**config.mk**
```make
export PLATFORM = sky130hd
export DESIGN_NAME = dnaSearchTop
export DESIGN_NICKNAME = d
export VERILOG_FILES = /design/src/source/dnaSearchPkg.sv /design/src/source/symbolMemory.sv /design/src/source/patternDecoder.sv /design/src/source/matchController.sv /design/src/source/dnaSearchTop.sv
export SDC_FILE = /design/constraint.sdc
export NUM_CORES = 1
export LEC_CHECK = 0
export ABC_AREA = 1
export BUFFER_PORTS_ARGS = -buffer_cell sky130_fd_sc_hd__buf_2
export CAP_MARGIN = 25
export CORE_ASPECT_RATIO = 2
export CORE_MARGIN = 2
export CORE_UTILIZATION = 47
export DETAILED_ROUTE_END_ITERATION = 12
export PLACE_DENSITY = 0.66
export RECOVER_POWER = 25
export SYNTH_ARGS = -nofsm -noshare
export SYNTH_HDL_FRONTEND = slang
export SYNTH_HIERARCHICAL = 1
export SYNTH_SLANG_ARGS = --single-unit
```
**constraint.sdc**
```tcl
create_clock -name clock -period 2.9 [get_ports clock]
set_input_delay 0.435 -clock clock [delete_from_list [all_inputs] [get_ports clock]]
set_output_delay 0.435 -clock clock [all_outputs]
set_load 0.02 [all_outputs]
```
**src/source/dnaSearchPkg.sv**
```systemverilog
`default_nettype none

package dnaSearchPkg;

    // One sequence letter
    typedef logic [1:0] baseT;  // A=0 C=1 T=2 G=3

    // One pattern code
    typedef logic [2:0] patternCodeT;  // 0 to 3 are bases, 6 is never valid

    localparam patternCodeT CodeAlt2 = 3'd4;  // Two distinct bases follow
    localparam patternCodeT CodeAlt3 = 3'd5;  // Three distinct bases follow
    localparam patternCodeT CodeEnd  = 3'd7;

    // Set of bases one element allows, bit n for base n
    typedef logic [3:0] baseMaskT;

    typedef enum logic [1:0] {
        elementMatch,
        elementEnd,
        elementMalformed
    } elementKindT;

    localparam int DefaultSequenceDepth = 32;
    localparam int DefaultPatternDepth  = 16;

    // Wide enough to hold the depth itself
    typedef logic [$clog2(DefaultSequenceDepth + 1) - 1:0] sequenceAddrT;
    typedef logic [$clog2(DefaultPatternDepth + 1) - 1:0] patternAddrT;

endpackage

`default_nettype wire

```
**src/source/symbolMemory.sv**
```systemverilog
`default_nettype none
`timescale 1ns/10ps

module symbolMemory #(
    parameter int Depth = 16,
    parameter type PayloadT = logic
) (
    input wire logic clock,
    input wire logic write,
    input wire logic [$clog2(Depth) - 1:0] writeAddress,
    input wire PayloadT writeData,
    input wire logic [$clog2(Depth) - 1:0] readAddress,
    output PayloadT readData
);

    PayloadT words [Depth];

    // Read returns the old word on a same-address write
    always_ff @(posedge clock) begin
        if (write) begin
            words[writeAddress] <= writeData;
        end
        readData <= words[readAddress];  // One cycle read latency
    end

endmodule

`default_nettype wire

```
**src/source/patternDecoder.sv**
```systemverilog
`default_nettype none
`timescale 1ns/10ps

module patternDecoder #(
    parameter int PatternDepth = dnaSearchPkg::DefaultPatternDepth
) (
    input wire logic clock,
    input wire logic reset_N,
    input wire logic fetch,
    input wire dnaSearchPkg::patternAddrT elementAddress,
    output dnaSearchPkg::patternAddrT patternReadAddress,
    input wire dnaSearchPkg::patternCodeT patternCode,
    output logic elementReady,
    output dnaSearchPkg::elementKindT elementKind,
    output dnaSearchPkg::baseMaskT allowedBases,
    output dnaSearchPkg::patternAddrT nextElementAddress
);

    typedef enum logic [1:0] {
        idle,
        opening,
        member
    } stateT;

    stateT state;
    stateT nextState;
    dnaSearchPkg::patternAddrT readPointer;  // Next code address to read
    dnaSearchPkg::baseMaskT collected;
    dnaSearchPkg::baseMaskT codeBit;
    logic [1:0] membersLeft;
    logic [1:0] memberCount;
    logic codeIsBase;
    logic overrun;

    assign codeIsBase = (patternCode[2] == 1'b0);
    assign codeBit = dnaSearchPkg::baseMaskT'(4'b0001 << patternCode[1:0]);
    assign memberCount = (patternCode == dnaSearchPkg::CodeAlt3) ? 2'd3 : 2'd2;
    // Alternative whose members would fall past the last code
    assign overrun = (int'(readPointer) + int'(memberCount) > PatternDepth);

    always_comb begin
        nextState = state;
        elementReady = 1'b0;
        elementKind = dnaSearchPkg::elementMatch;
        allowedBases = codeBit;
        patternReadAddress = (state == idle) ? elementAddress : readPointer;
        nextElementAddress = readPointer;
        unique case (state)
            idle: begin
                if (fetch) begin
                    nextState = opening;
                end
            end
            opening: begin
                if (codeIsBase) begin
                    elementReady = 1'b1;
                    nextState = idle;
                end else if (patternCode == dnaSearchPkg::CodeEnd) begin
                    elementReady = 1'b1;
                    elementKind = dnaSearchPkg::elementEnd;
                    allowedBases = '0;
                    nextState = idle;
                end else if ((patternCode == dnaSearchPkg::CodeAlt2 ||
                              patternCode == dnaSearchPkg::CodeAlt3) && !overrun) begin
                    nextState = member;  // Read first member
                end else begin
                    elementReady = 1'b1;
                    elementKind = dnaSearchPkg::elementMalformed;
                    allowedBases = '0;
                    nextState = idle;
                end
            end
            member: begin
                allowedBases = collected | codeBit;
                if (!codeIsBase || (collected & codeBit) != '0) begin
                    elementReady = 1'b1;  // Bad member ends the element early
                    elementKind = dnaSearchPkg::elementMalformed;
                    nextState = idle;
                end else if (membersLeft == 2'd1) begin
                    elementReady = 1'b1;
                    nextState = idle;
                end
            end
            default: begin
                nextState = idle;
            end
        endcase
    end

    always_ff @(posedge clock) begin
        if (!reset_N) begin
            state <= idle;
        end else begin
            state <= nextState;
        end
    end

    always_ff @(posedge clock) begin
        if (state == idle) begin
            readPointer <= elementAddress + dnaSearchPkg::patternAddrT'(1);
        end else if (nextState == member) begin
            readPointer <= readPointer + dnaSearchPkg::patternAddrT'(1);
        end
        if (state == opening) begin
            collected <= '0;
            membersLeft <= memberCount;
        end else if (state == member) begin
            collected <= collected | codeBit;
            membersLeft <= membersLeft - 2'd1;
        end
    end

endmodule

`default_nettype wire

```
**src/source/matchController.sv**
```systemverilog
`default_nettype none
`timescale 1ns/10ps

module matchController #(
    parameter int SequenceDepth = dnaSearchPkg::DefaultSequenceDepth,
    parameter int PatternDepth = dnaSearchPkg::DefaultPatternDepth
) (
    input wire logic clock,
    input wire logic reset_N,
    input wire logic start,
    input wire dnaSearchPkg::sequenceAddrT sequenceLength,
    output logic fetch,
    output dnaSearchPkg::patternAddrT elementAddress,
    input wire logic elementReady,
    input wire dnaSearchPkg::elementKindT elementKind,
    input wire dnaSearchPkg::baseMaskT allowedBases,
    input wire dnaSearchPkg::patternAddrT nextElementAddress,
    output dnaSearchPkg::sequenceAddrT sequenceReadAddress,
    input wire dnaSearchPkg::baseT sequenceBase,
    output logic busy,
    output logic done,
    output logic found,
    output dnaSearchPkg::sequenceAddrT matchPosition,
    output logic error
);

    typedef enum logic [1:0] {
        idle,
        validating,
        searching
    } stateT;

    stateT state;
    dnaSearchPkg::patternAddrT patternLength;  // Elements before the end code
    dnaSearchPkg::sequenceAddrT startPosition;
    dnaSearchPkg::sequenceAddrT letterAddress;
    dnaSearchPkg::sequenceAddrT searchLimit;
    logic baseAllowed;
    logic nextStartFits;

    // Never search past the sequence store
    assign searchLimit = (int'(sequenceLength) > SequenceDepth) ?
        dnaSearchPkg::sequenceAddrT'(SequenceDepth) : sequenceLength;
    assign baseAllowed = allowedBases[sequenceBase];
    assign nextStartFits =
        (int'(startPosition) + 1 + int'(patternLength) <= int'(searchLimit));
    assign sequenceReadAddress = letterAddress;

    always_ff @(posedge clock) begin
        if (!reset_N) begin
            state <= idle;
            busy <= 1'b0;
            done <= 1'b0;
            found <= 1'b0;
            error <= 1'b0;
            matchPosition <= '0;
            fetch <= 1'b0;
            elementAddress <= '0;
            patternLength <= '0;
            startPosition <= '0;
            letterAddress <= '0;
        end else begin
            fetch <= 1'b0;
            done <= 1'b0;
            unique case (state)
                idle: begin
                    if (start) begin
                        state <= validating;
                        busy <= 1'b1;
                        found <= 1'b0;
                        error <= 1'b0;
                        matchPosition <= '0;
                        fetch <= 1'b1;
                        elementAddress <= '0;
                        patternLength <= '0;
                    end
                end
                validating: begin
                    if (elementReady) begin
                        unique case (elementKind)
                            dnaSearchPkg::elementEnd: begin
                                startPosition <= '0;
                                letterAddress <= '0;
                                elementAddress <= '0;
                                if (int'(patternLength) > int'(searchLimit)) begin
                                    state <= idle;  // Pattern longer than sequence
                                    busy <= 1'b0;
                                    done <= 1'b1;
                                end else begin
                                    state <= searching;
                                    fetch <= 1'b1;
                                end
                            end
                            dnaSearchPkg::elementMatch: begin
                                patternLength <= patternLength + dnaSearchPkg::patternAddrT'(1);
                                elementAddress <= nextElementAddress;
                                if (int'(nextElementAddress) >= PatternDepth) begin
                                    state <= idle;  // Codes ran out with no end
                                    busy <= 1'b0;
                                    done <= 1'b1;
                                    error <= 1'b1;
                                end else begin
                                    fetch <= 1'b1;
                                end
                            end
                            default: begin
                                state <= idle;
                                busy <= 1'b0;
                                done <= 1'b1;
                                error <= 1'b1;
                            end
                        endcase
                    end
                end
                searching: begin
                    if (elementReady) begin
                        if (elementKind == dnaSearchPkg::elementEnd) begin
                            state <= idle;
                            busy <= 1'b0;
                            done <= 1'b1;
                            found <= 1'b1;
                            matchPosition <= startPosition;
                        end else if (elementKind == dnaSearchPkg::elementMatch &&
                                     baseAllowed) begin
                            elementAddress <= nextElementAddress;
                            letterAddress <= letterAddress + dnaSearchPkg::sequenceAddrT'(1);
                            fetch <= 1'b1;
                        end else if (!nextStartFits) begin
                            state <= idle;  // No start position left
                            busy <= 1'b0;
                            done <= 1'b1;
                        end else begin
                            startPosition <= startPosition + dnaSearchPkg::sequenceAddrT'(1);
                            letterAddress <= startPosition + dnaSearchPkg::sequenceAddrT'(1);
                            elementAddress <= '0;
                            fetch <= 1'b1;
                        end
                    end
                end
                default: begin
                    state <= idle;
                end
            endcase
        end
    end

endmodule

`default_nettype wire

```
**src/source/dnaSearchTop.sv**
```systemverilog
`default_nettype none
`timescale 1ns/10ps

module dnaSearchTop #(
    parameter int SequenceDepth = dnaSearchPkg::DefaultSequenceDepth,
    parameter int PatternDepth = dnaSearchPkg::DefaultPatternDepth
) (
    input wire logic clock,
    input wire logic reset_N,
    input wire logic patternWrite,
    input wire logic [$clog2(PatternDepth) - 1:0] patternWriteAddress,
    input wire dnaSearchPkg::patternCodeT patternWriteCode,
    input wire logic sequenceWrite,
    input wire logic [$clog2(SequenceDepth) - 1:0] sequenceWriteAddress,
    input wire dnaSearchPkg::baseT sequenceWriteBase,
    input wire dnaSearchPkg::sequenceAddrT sequenceLength,
    input wire logic start,
    output wire logic busy,
    output wire logic done,
    output wire logic found,
    output wire logic error,
    output wire dnaSearchPkg::sequenceAddrT matchPosition
);

    wire logic fetch;
    wire logic elementReady;
    wire dnaSearchPkg::patternAddrT elementAddress;
    wire dnaSearchPkg::patternAddrT nextElementAddress;
    wire dnaSearchPkg::patternAddrT patternReadAddress;
    wire dnaSearchPkg::patternCodeT patternCode;
    wire dnaSearchPkg::elementKindT elementKind;
    wire dnaSearchPkg::baseMaskT allowedBases;
    wire dnaSearchPkg::sequenceAddrT sequenceReadAddress;
    wire dnaSearchPkg::baseT sequenceBase;

    symbolMemory #(
        .Depth(PatternDepth),
        .PayloadT(dnaSearchPkg::patternCodeT)
    ) i_patternMemory (
        .clock(clock),
        .write(patternWrite),
        .writeAddress(patternWriteAddress),
        .writeData(patternWriteCode),
        .readAddress(patternReadAddress[$clog2(PatternDepth) - 1:0]),
        .readData(patternCode)
    );

    symbolMemory #(
        .Depth(SequenceDepth),
        .PayloadT(dnaSearchPkg::baseT)
    ) i_sequenceMemory (
        .clock(clock),
        .write(sequenceWrite),
        .writeAddress(sequenceWriteAddress),
        .writeData(sequenceWriteBase),
        .readAddress(sequenceReadAddress[$clog2(SequenceDepth) - 1:0]),
        .readData(sequenceBase)
    );

    patternDecoder #(
        .PatternDepth(PatternDepth)
    ) i_patternDecoder (
        .clock(clock),
        .reset_N(reset_N),
        .fetch(fetch),
        .elementAddress(elementAddress),
        .patternReadAddress(patternReadAddress),
        .patternCode(patternCode),
        .elementReady(elementReady),
        .elementKind(elementKind),
        .allowedBases(allowedBases),
        .nextElementAddress(nextElementAddress)
    );

    matchController #(
        .SequenceDepth(SequenceDepth),
        .PatternDepth(PatternDepth)
    ) i_matchController (
        .clock(clock),
        .reset_N(reset_N),
        .start(start),
        .sequenceLength(sequenceLength),
        .fetch(fetch),
        .elementAddress(elementAddress),
        .elementReady(elementReady),
        .elementKind(elementKind),
        .allowedBases(allowedBases),
        .nextElementAddress(nextElementAddress),
        .sequenceReadAddress(sequenceReadAddress),
        .sequenceBase(sequenceBase),
        .busy(busy),
        .done(done),
        .found(found),
        .matchPosition(matchPosition),
        .error(error)
    );

endmodule

`default_nettype wire

```
==> results of run 1 <==
[power breakdown]
| part | switching [uW] | leakage (uW) | internal [uW] |
|---|---|---|---|
| Clock | 885 | 0.000272 | 1250 |
| Sequential | 195 | 0.00145 | 2720 |
| Combinational | 1660 | 0.00246 | 879 |
| Total | 2740 | 0.00418 | 4850 |
[worst paths after layout]
check,start,to,depth (start not counted)
worst max register to register,i_patternMemory/readData[0]$_DFF_P_,i_matchController/elementAddress[1]$_SDFFE_PN0P_,29
worst min-delay path,reset_N,i_matchController/state[1]$_SDFFE_PN0P_,3
worst min register to register,i_matchController/matchPosition[3]$_SDFFE_PN0P_,i_matchController/matchPosition[3]$_SDFFE_PN0P_,2
worst max-delay path,i_patternMemory/readData[0]$_DFF_P_,i_matchController/elementAddress[1]$_SDFFE_PN0P_,29
[tightest hold or removal path, delay by kind of cell]
family,cells,cell delay [ns]
buffers and inverters,2,0.24
AO/OA/AOI/OAI,1,0.05
[metrics by stage]
step / area (um^2) / std cells / utilization / hold slack [ns]
floorplan: 8550 / 980 / - / 0.466
global route: 9770 / 1268 / 0.549 / 0.345
finish: 9770 / 1268 / 0.549 / 0.351
detailed placement: 8980 / 1229 / 0.505 / 0.452
global placement: 8980 / 1229 / 0.505 / 0.449
CTS: 9560 / 1261 / 0.537 / 0.339
[metal layers]
metal / vias to the layer above / part of all wire / track usage / routed length, um
met1: 3094 / 0.36 / 0.196 / 6920
met4: 0 / 0.033 / 0.111 / 640
met3: 42 / 0.029 / 0.0316 / 553
li1: 3353 / - / - / -
met5: - / 0 / 0 / 0
met2: 153 / 0.58 / 0.399 / 11000
[state kept, by name, indices dropped and copies added, names as in the netlist, 2 cells and up]
name / flops
i_matchController/sequenceReadAddress: 5
i_matchController/patternLength: 5
i_sequenceMemory/readData: 2
i_matchController/state: 2
i_sequenceMemory/words: 64
i_patternDecoder/membersLeft: 2
i_patternDecoder/collected: 4
i_patternDecoder/state: 2
i_patternDecoder/nextElementAddress: 5
i_matchController/startPosition: 6
i_matchController/elementAddress: 5
i_patternMemory/words: 48
i_patternMemory/readData: 3
i_matchController/matchPosition: 6
[final cells by class]
class,count,area [um^2]
clock buffers,17,425
clock inverters,15,139
fillers,1605,8020
inverters,131,509
multi-input cells,660,3520
flip-flops and latches,164,4480
well taps,213,267
repair buffers,68,423
[layout by cell type (no fill, tap or decap), types with 4 or more instances in the layout]
master and instances:
nand2_2 22, clkinv_1 7, nand3_1 126, buf_4 33, o21ai_0 13, xnor2_1 6, edfxtp_1 119, o21ai_2 6
inv_4 4, o21ai_1 10, inv_2 16, a21oi_1 29, clkinv_4 4, ha_1 30, a21oi_2 4, nor2_1 88
nand3b_1 5, dfxtp_1 42, nand4_1 13, and3_1 5, nand2_4 4, nor2_2 8, xor2_1 9, clkbuf_16 17
clkbuf_1 5, buf_2 29, nand2_1 246, inv_1 109
[repair_timing]
| item | CTS | global route |
|---|---|---|
| cloned | 0 | 1 |
| pin swaps | 1 | 26 |
| setup endpoints to repair | 25 | 34 |
| buffers inserted | 0 | 6 |
| resized for setup | 7 | 50 |
==> results.cfg, run 1 <==
[run_status]
outcome = complete, but fails checks
violations = setup timing

[routing]
drtIter0Drc = 244
wl_per_cell_um = 15.1
route.detailed.drc = 0
viasPerCell = 5.24
dr.pass1.iters = 5
routed_wl_um = 19100
antenna_left = 0
via_count = 6642

[worst_setup_path]
worstPathMaxFanout = 5
r2r_slack_ns = -0.04
end_kind = flip-flop
worstPathBufferInverterCount = 5
worstPathArrival_ns = 3.26
cpPeakStageDelay_ns = 0.33
cp_top_family = simple AND/OR/NAND/NOR gates
start_kind = flip-flop
worst-setup-path-type = flip-flop to flip-flop
worstPathRequired_ns = 3.22
cp_slowest_cell = dfxtp_2

[placement]
portBuffers = 34
post-place-ws_ns = -0.0527
place.gp.congestion = 0.959
dp_hpwl_um = 13600

[layout]
insertedDiodeCount = 0
syn_to_final_growth_pct = 14.2
drive_above_1_share = 0.169
fin_nets = 1101

[grt]
grt_pass1_wl_um = 31000
grt_pass1_vias = 6645
grt_usage = 0.205
overflow = 0
grt_max_degree = 33
antenna_found_initial = 0

[job]
timing.max_cap.violations = 0

[die]
num_rows = 69
chipHeight_um = 195
fp.dieArea_um2 = 19400
core_um2 = 17800
start_util = 0.481
die_x_um = 99.4
pin_count = 35

[yosys]
synth_area_um2 = 8550
ys_warn_count = 6
synth_nets = 1039
synth.avg_cell_area_um2 = 8.73
synthCells = 980

[sta]
min_period_ns = 2.94
drv_slew = 0
tightestPinTransition_ns = 1.31
fmax_ghz = 0.340
report.final.hold_viol_count = 0
setup_violations = 5
rsz0062_at_grt = yes
finalSetupTns_ns = -0.106
slew_headroom = 0.130
layout_setup_ws_ns = -0.0428
clock_skew_ns = 0.0114
post-route-period-util = 1.01

[clock_tree]
cts_sinks = 164
cts_root_buf = clkbuf_16
cts_tree = yes
numCtsBuffers = 17
cts_max_path_buffers = 2
path_clk_slew_ns = 0.07
cts.htree.levels = 4
clk_latency_ns = 0.43
cts_hold_buf = 0

[pwr]
total_power_uw = 7590
peakVddDrop_v = 0.000461
p_leak_uw = 0.00418
power.density_nw_per_um2 = 777

[min_path]
hold_class = input port to flip-flop
Note: power is estimated with default switching activity, not from simulation.
==> inputs of run 2 (changes only) <==
- PLACE_DENSITY: 0.66 -> default
- clock period: 2.9 -> 3.15 ns (I/O delays scaled with it)
==> results.cfg, run 2 (same netlist as run 1, synthesis figures left out) <==
[layout]
top_register = i_sequenceMemory/words
final_cells = 1255
drive_above_1_share = 0.146
fin_nets = 1088
final-seq-area_um2 = 4480
largest_reg_flops = 64
multi_input_comb_area_um2 = 3430
insertedDiodeCount = 0
reg_top3 = i_sequenceMemory/words: 64 flops, i_patternMemory/words: 48 flops
fillers = 1690
mostFrequentLayoutCells = nand2_1 (249), nand3_1 (124), edfxtp_1 (119), inv_1 (112), nor2_1 (91)
syn_to_final_growth_pct = 12.4
final_common_cell = nand2_1

[worst_setup_path]
worst-setup-path-type = flip-flop to flip-flop
worstPathMaxFanout = 5
worstPathRequired_ns = 3.47
cpMostUsedCell = nand2_2
r2r-start = i_patternMemory/readData[0]$_DFF_P_
worstPathArrival_ns = 3.29
end_kind = flip-flop
cp-startpoint = i_patternMemory/readData[0]$_DFF_P_
cpPeakStageDelay_ns = 0.33
start_kind = flip-flop
cp_slowest_cell = dfxtp_2

[pwr]
power.density_nw_per_um2 = 732
peakVddDrop_v = 0.000541
total_power_uw = 7030
p_leak_uw = 0.00413

[routing]
wl_met2_um = 11000
via_count = 6607
met3WireLength_um = 384
wl_met1_um = 7410
route.detailed.drc = 0
routed_wl_um = 19400
antenna_left = 0
viasPerCell = 5.26
wl_per_cell_um = 15.5
route.top_layer_used = met4
drtIter0Drc = 290
dr.pass1.iters = 4

[clock_tree]
cts_tree = yes
cts_hold_buf = 0
numCtsBuffers = 17
cts.htree.levels = 4
cts_max_path_buffers = 2
cts_root_buf = clkbuf_16
cts_sinks = 164
clk_latency_ns = 0.43
path_clk_slew_ns = 0.07

[sta]
tightestPinTransition_ns = 1.32
post-route-period-util = 0.941
layout_setup_ws_ns = 0.185
drv_slew = 0
clock_skew_ns = 0.0101
min_period_ns = 2.96
slew_headroom = 0.120
report.final.hold_viol_count = 0
fmax_ghz = 0.337
finalSetupTns_ns = 0
rsz0062_at_grt = yes
whs_ns = 0.425
setup_violations = 0

[grt]
antenna_found_initial = 0
grt_max_degree = 33
overflow = 0
grt_pass1_wl_um = 31700
grt_usage = 0.208
grt_pass1_vias = 6733

[placement]
place_inst = 1219
dp_hpwl_um = 14000
post-place-ws_ns = 0.0645
portBuffers = 34
place.gp.congestion = 0.900

[min_path]
hold_class = input port to flip-flop
min_from = start

[die]
pin_count = 35
core_um2 = 17800
num_rows = 69
start_util = 0.481
die_x_um = 99.4
fp.dieArea_um2 = 19400
chipHeight_um = 195

[run_status]
outcome = finished, final reports clean

[job]
timing.max_cap.violations = 0
## run 2: cell types whose count changed in the layout (fill, tap and decap cells not counted), sizes merged
cell    previous run  this run
buf               63        51
bufinv             2         4
inv              131       132
clkbuf            22        21
clkinv            12         9
## run 2: layout make-up
type	count	share of cell area
Inverter	131	0.0525
Clock buffer	17	0.0443
Clock inverter	15	0.0194
Sequential cell	164	0.466
Timing Repair Buffer	55	0.0336
Tap cell	213	0.0277
Multi-Input combinational cell	660	0.357
## run 2: final timing paths
kind | end | slack, ns | cells past startpoint
worst max-delay path | i_matchController/elementAddress[0]$_SDFFE_PN0P_ | 0.19 | 28
worst max register to register | i_matchController/elementAddress[0]$_SDFFE_PN0P_ | 0.19 | 28
worst min register to register | i_matchController/matchPosition[0]$_SDFFE_PN0P_ | 0.46 | 2
worst min-delay path | i_matchController/fetch$_SDFF_PN0_ | 0.43 | 3
## run 2: metrics by stage
stage / cell area [um^2] / utilization
floorplan: 8550 / -
global placement: 8910 / 0.501
detailed placement: 8910 / 0.501
CTS: 9520 / 0.535
global route: 9610 / 0.541
finish: 9610 / 0.541
## run 2: critical path, delay by kind of cell (launching register included)
kind | cells | cell delay [ns]
AND/OR/NAND/NOR | 17 | 1.37
AO/OA/AOI/OAI | 4 | 0.44
adder cells (fa/ha/maj) | 2 | 0.43
flip-flops | 1 | 0.33
buffers and inverters | 5 | 0.31
## run 2: repair_timing
item                       in CTS  in global routing
setup endpoints to repair       0                 33
resized for setup               0                 30
buffers inserted                0                  3
## run 2: power breakdown
group	internal (uW)	total (uW)	switching, uW	leakage, uW
clock	1320	2140	823	0.000300
sequential	2500	2700	193	0.00145
combinational	720	2200	1480	0.00238
## run 2: routing by layer
metal,global-route usage,up-vias
met1,0.214,3160
li1,-,3323
met4,0.0878,0
met5,0,-
met2,0.399,88
met3,0.0385,36
==> inputs of run 3 (changes only) <==
- CORE_UTILIZATION: 47 -> 35
- clock period: 3.15 -> 3.1 ns (I/O delays scaled with it)
==> results.cfg, run 3 (same netlist as run 1, synthesis figures left out) <==
[run_status]
outcome = finished, final reports clean

[clock_tree]
cts_sinks = 164
cts_hold_buf = 0
cts_max_path_buffers = 2
cts_root_buf = clkbuf_16
cts.htree.levels = 4
clk_latency_ns = 0.44
cts_tree = yes
path_clk_slew_ns = 0.07
numCtsBuffers = 17

[die]
fp.dieArea_um2 = 25800
pin_count = 35
start_util = 0.353
core_um2 = 24200
die_x_um = 115
num_rows = 81
chipHeight_um = 225

[worst_setup_path]
rr_worst_depth = 23
r2r-end = i_matchController/elementAddress[3]$_SDFFE_PN0P_
worstPathMaxFanout = 5
start_kind = flip-flop
cp-endpoint = i_matchController/elementAddress[3]$_SDFFE_PN0P_
cp-startpoint = i_patternMemory/readData[0]$_DFF_P_
worstPathArrival_ns = 3.23
worstPathRequired_ns = 3.43
r2r-start = i_patternMemory/readData[0]$_DFF_P_
worst-setup-path-type = flip-flop to flip-flop
r2r_slack_ns = 0.20
end_kind = flip-flop

[job]
timing.max_cap.violations = 0

[layout]
syn_to_final_growth_pct = 14.1
fin_nets = 1087
fillers = 2345
final-seq-area_um2 = 4480
drive_above_1_share = 0.156
final_util = 0.403
top_register = i_sequenceMemory/words
mostFrequentLayoutCells = nand2_1 (246), nand3_1 (123), edfxtp_1 (119), inv_1 (112), nor2_1 (89)
largest_reg_flops = 64
reg_top3 = i_sequenceMemory/words: 64 flops, i_patternMemory/words: 48 flops
final_common_cell = nand2_1
insertedDiodeCount = 0
final_cells = 1331
multi_input_comb_area_um2 = 3510

[sta]
rsz0062_at_grt = yes
post-route-period-util = 0.935
report.final.hold_viol_count = 0
slew_headroom = 0.0526
clock_skew_ns = 0.00668
min_period_ns = 2.90
tightestPinTransition_ns = 1.42
whs_ns = 0.367
drv_slew = 0
layout_setup_ws_ns = 0.202
setup_violations = 0
fmax_ghz = 0.345

[placement]
post-place-ws_ns = 0.0873
place.gp.congestion = 0.841
dp_hpwl_um = 12700
place_inst = 1292
portBuffers = 34

[routing]
wl_per_cell_um = 13.9
route.detailed.drc = 0
drtIter0Drc = 309
antenna_left = 0
dr.pass1.iters = 5
via_count = 6499
viasPerCell = 4.88
routed_wl_um = 18500

[min_path]
hold_class = input port to flip-flop
hold_depth = 3

[grt]
grt_pass1_vias = 6247
grt_usage = 0.148
grt_pass1_wl_um = 29900
antenna_found_initial = 0
overflow = 0
grt_max_degree = 33

[pwr]
p_leak_uw = 0.00412
power.density_nw_per_um2 = 730
total_power_uw = 7130
peakVddDrop_v = 0.000446
## run 3: changes by cell type in the layout (fill, tap and decap cells not counted), moves of 2 or more
| cell | change |
|---|---|
| nor2_2 | +3 |
| clkinv_1 | -3 |
| clkinvlp_4 | +3 |
| o21ai_2 | +2 |
| o21ai_1 | -3 |
| nor2_1 | -2 |
| nand2_1 | -3 |
| bufinv_16 | -2 |
| inv_8 | +2 |
| ha_4 | +2 |
| inv_6 | +4 |
| nand2_2 | +2 |
## run 3: through the flow
stage,instance area (um^2),setup TNS (ns)
2_1_floorplan,8550,0
3_3_place_gp,8970,0
3_5_place_dp,8970,0
4_1_cts,9570,0
5_1_grt,9760,-0.147
6_report,9760,0
## run 3: where the power goes
part / total [uW] / switching, uW / internal (uW) / leakage (uW)
sequential: 2700 / 159 / 2540 / 0.00145
clock: 2120 / 910 / 1200 / 0.000285
combinational: 2310 / 1540 / 770 / 0.00238
## run 3: repair_timing
action | CTS | global route
gates resized for setup | 0 | 46
setup buffers | 0 | 6
endpoints found under the setup margin | 0 | 33
## run 3: area by class of cell
cell class,count,share of cell area
clock buffer,17,0.0436
sequential,164,0.459
multi-input combinational,660,0.359
timing repair buffer,54,0.0322
clock inverter,15,0.0172
inverter,131,0.0522
tap,290,0.0372
## run 3: critical path: stages (launching register included)
cell and delay (ns):
dfxtp_2 0.33, inv_2 0.05, nor2_2 0.11, nand2_1 0.08, inv_2 0.09, ha_4 0.13, inv_4 0.03, ha_4 0.15
inv_2 0.06, nand3_2 0.06, xor2_1 0.19, nand2_2 0.10, nand3_2 0.09, nand3_2 0.09, o21ai_4 0.10, or2_4 0.17
nand2_4 0.05, nor2_4 0.10, inv_2 0.04, or2_4 0.24, a21oi_4 0.23, nand2_8 0.10, o21ai_2 0.14, nor2_1 0.06
## run 3: per-layer routing
metal,track usage,up-vias,part of all wire
li1,-,3327,-
met1,0.178,3031,0.44
met2,0.255,104,0.50
met3,0.0285,37,0.029
met4,0.0657,0,0.024
met5,0,-,0
## run 3: worst min path at each step
stage                                                      end  slack (ns)                                            start
2_1_floorplan       i_patternDecoder/collected[3]$_SDFFE_PP0P_        0.47       i_patternDecoder/collected[3]$_SDFFE_PP0P_
3_3_place_gp   i_matchController/matchPosition[5]$_SDFFE_PN0P_        0.44  i_matchController/matchPosition[5]$_SDFFE_PN0P_
3_5_place_dp   i_matchController/matchPosition[5]$_SDFFE_PN0P_        0.45  i_matchController/matchPosition[5]$_SDFFE_PN0P_
4_1_cts                     i_matchController/fetch$_SDFF_PN0_        0.35                                            start
5_1_grt                     i_matchController/fetch$_SDFF_PN0_        0.37                                            start
6_report                    i_matchController/fetch$_SDFF_PN0_        0.37                                            start
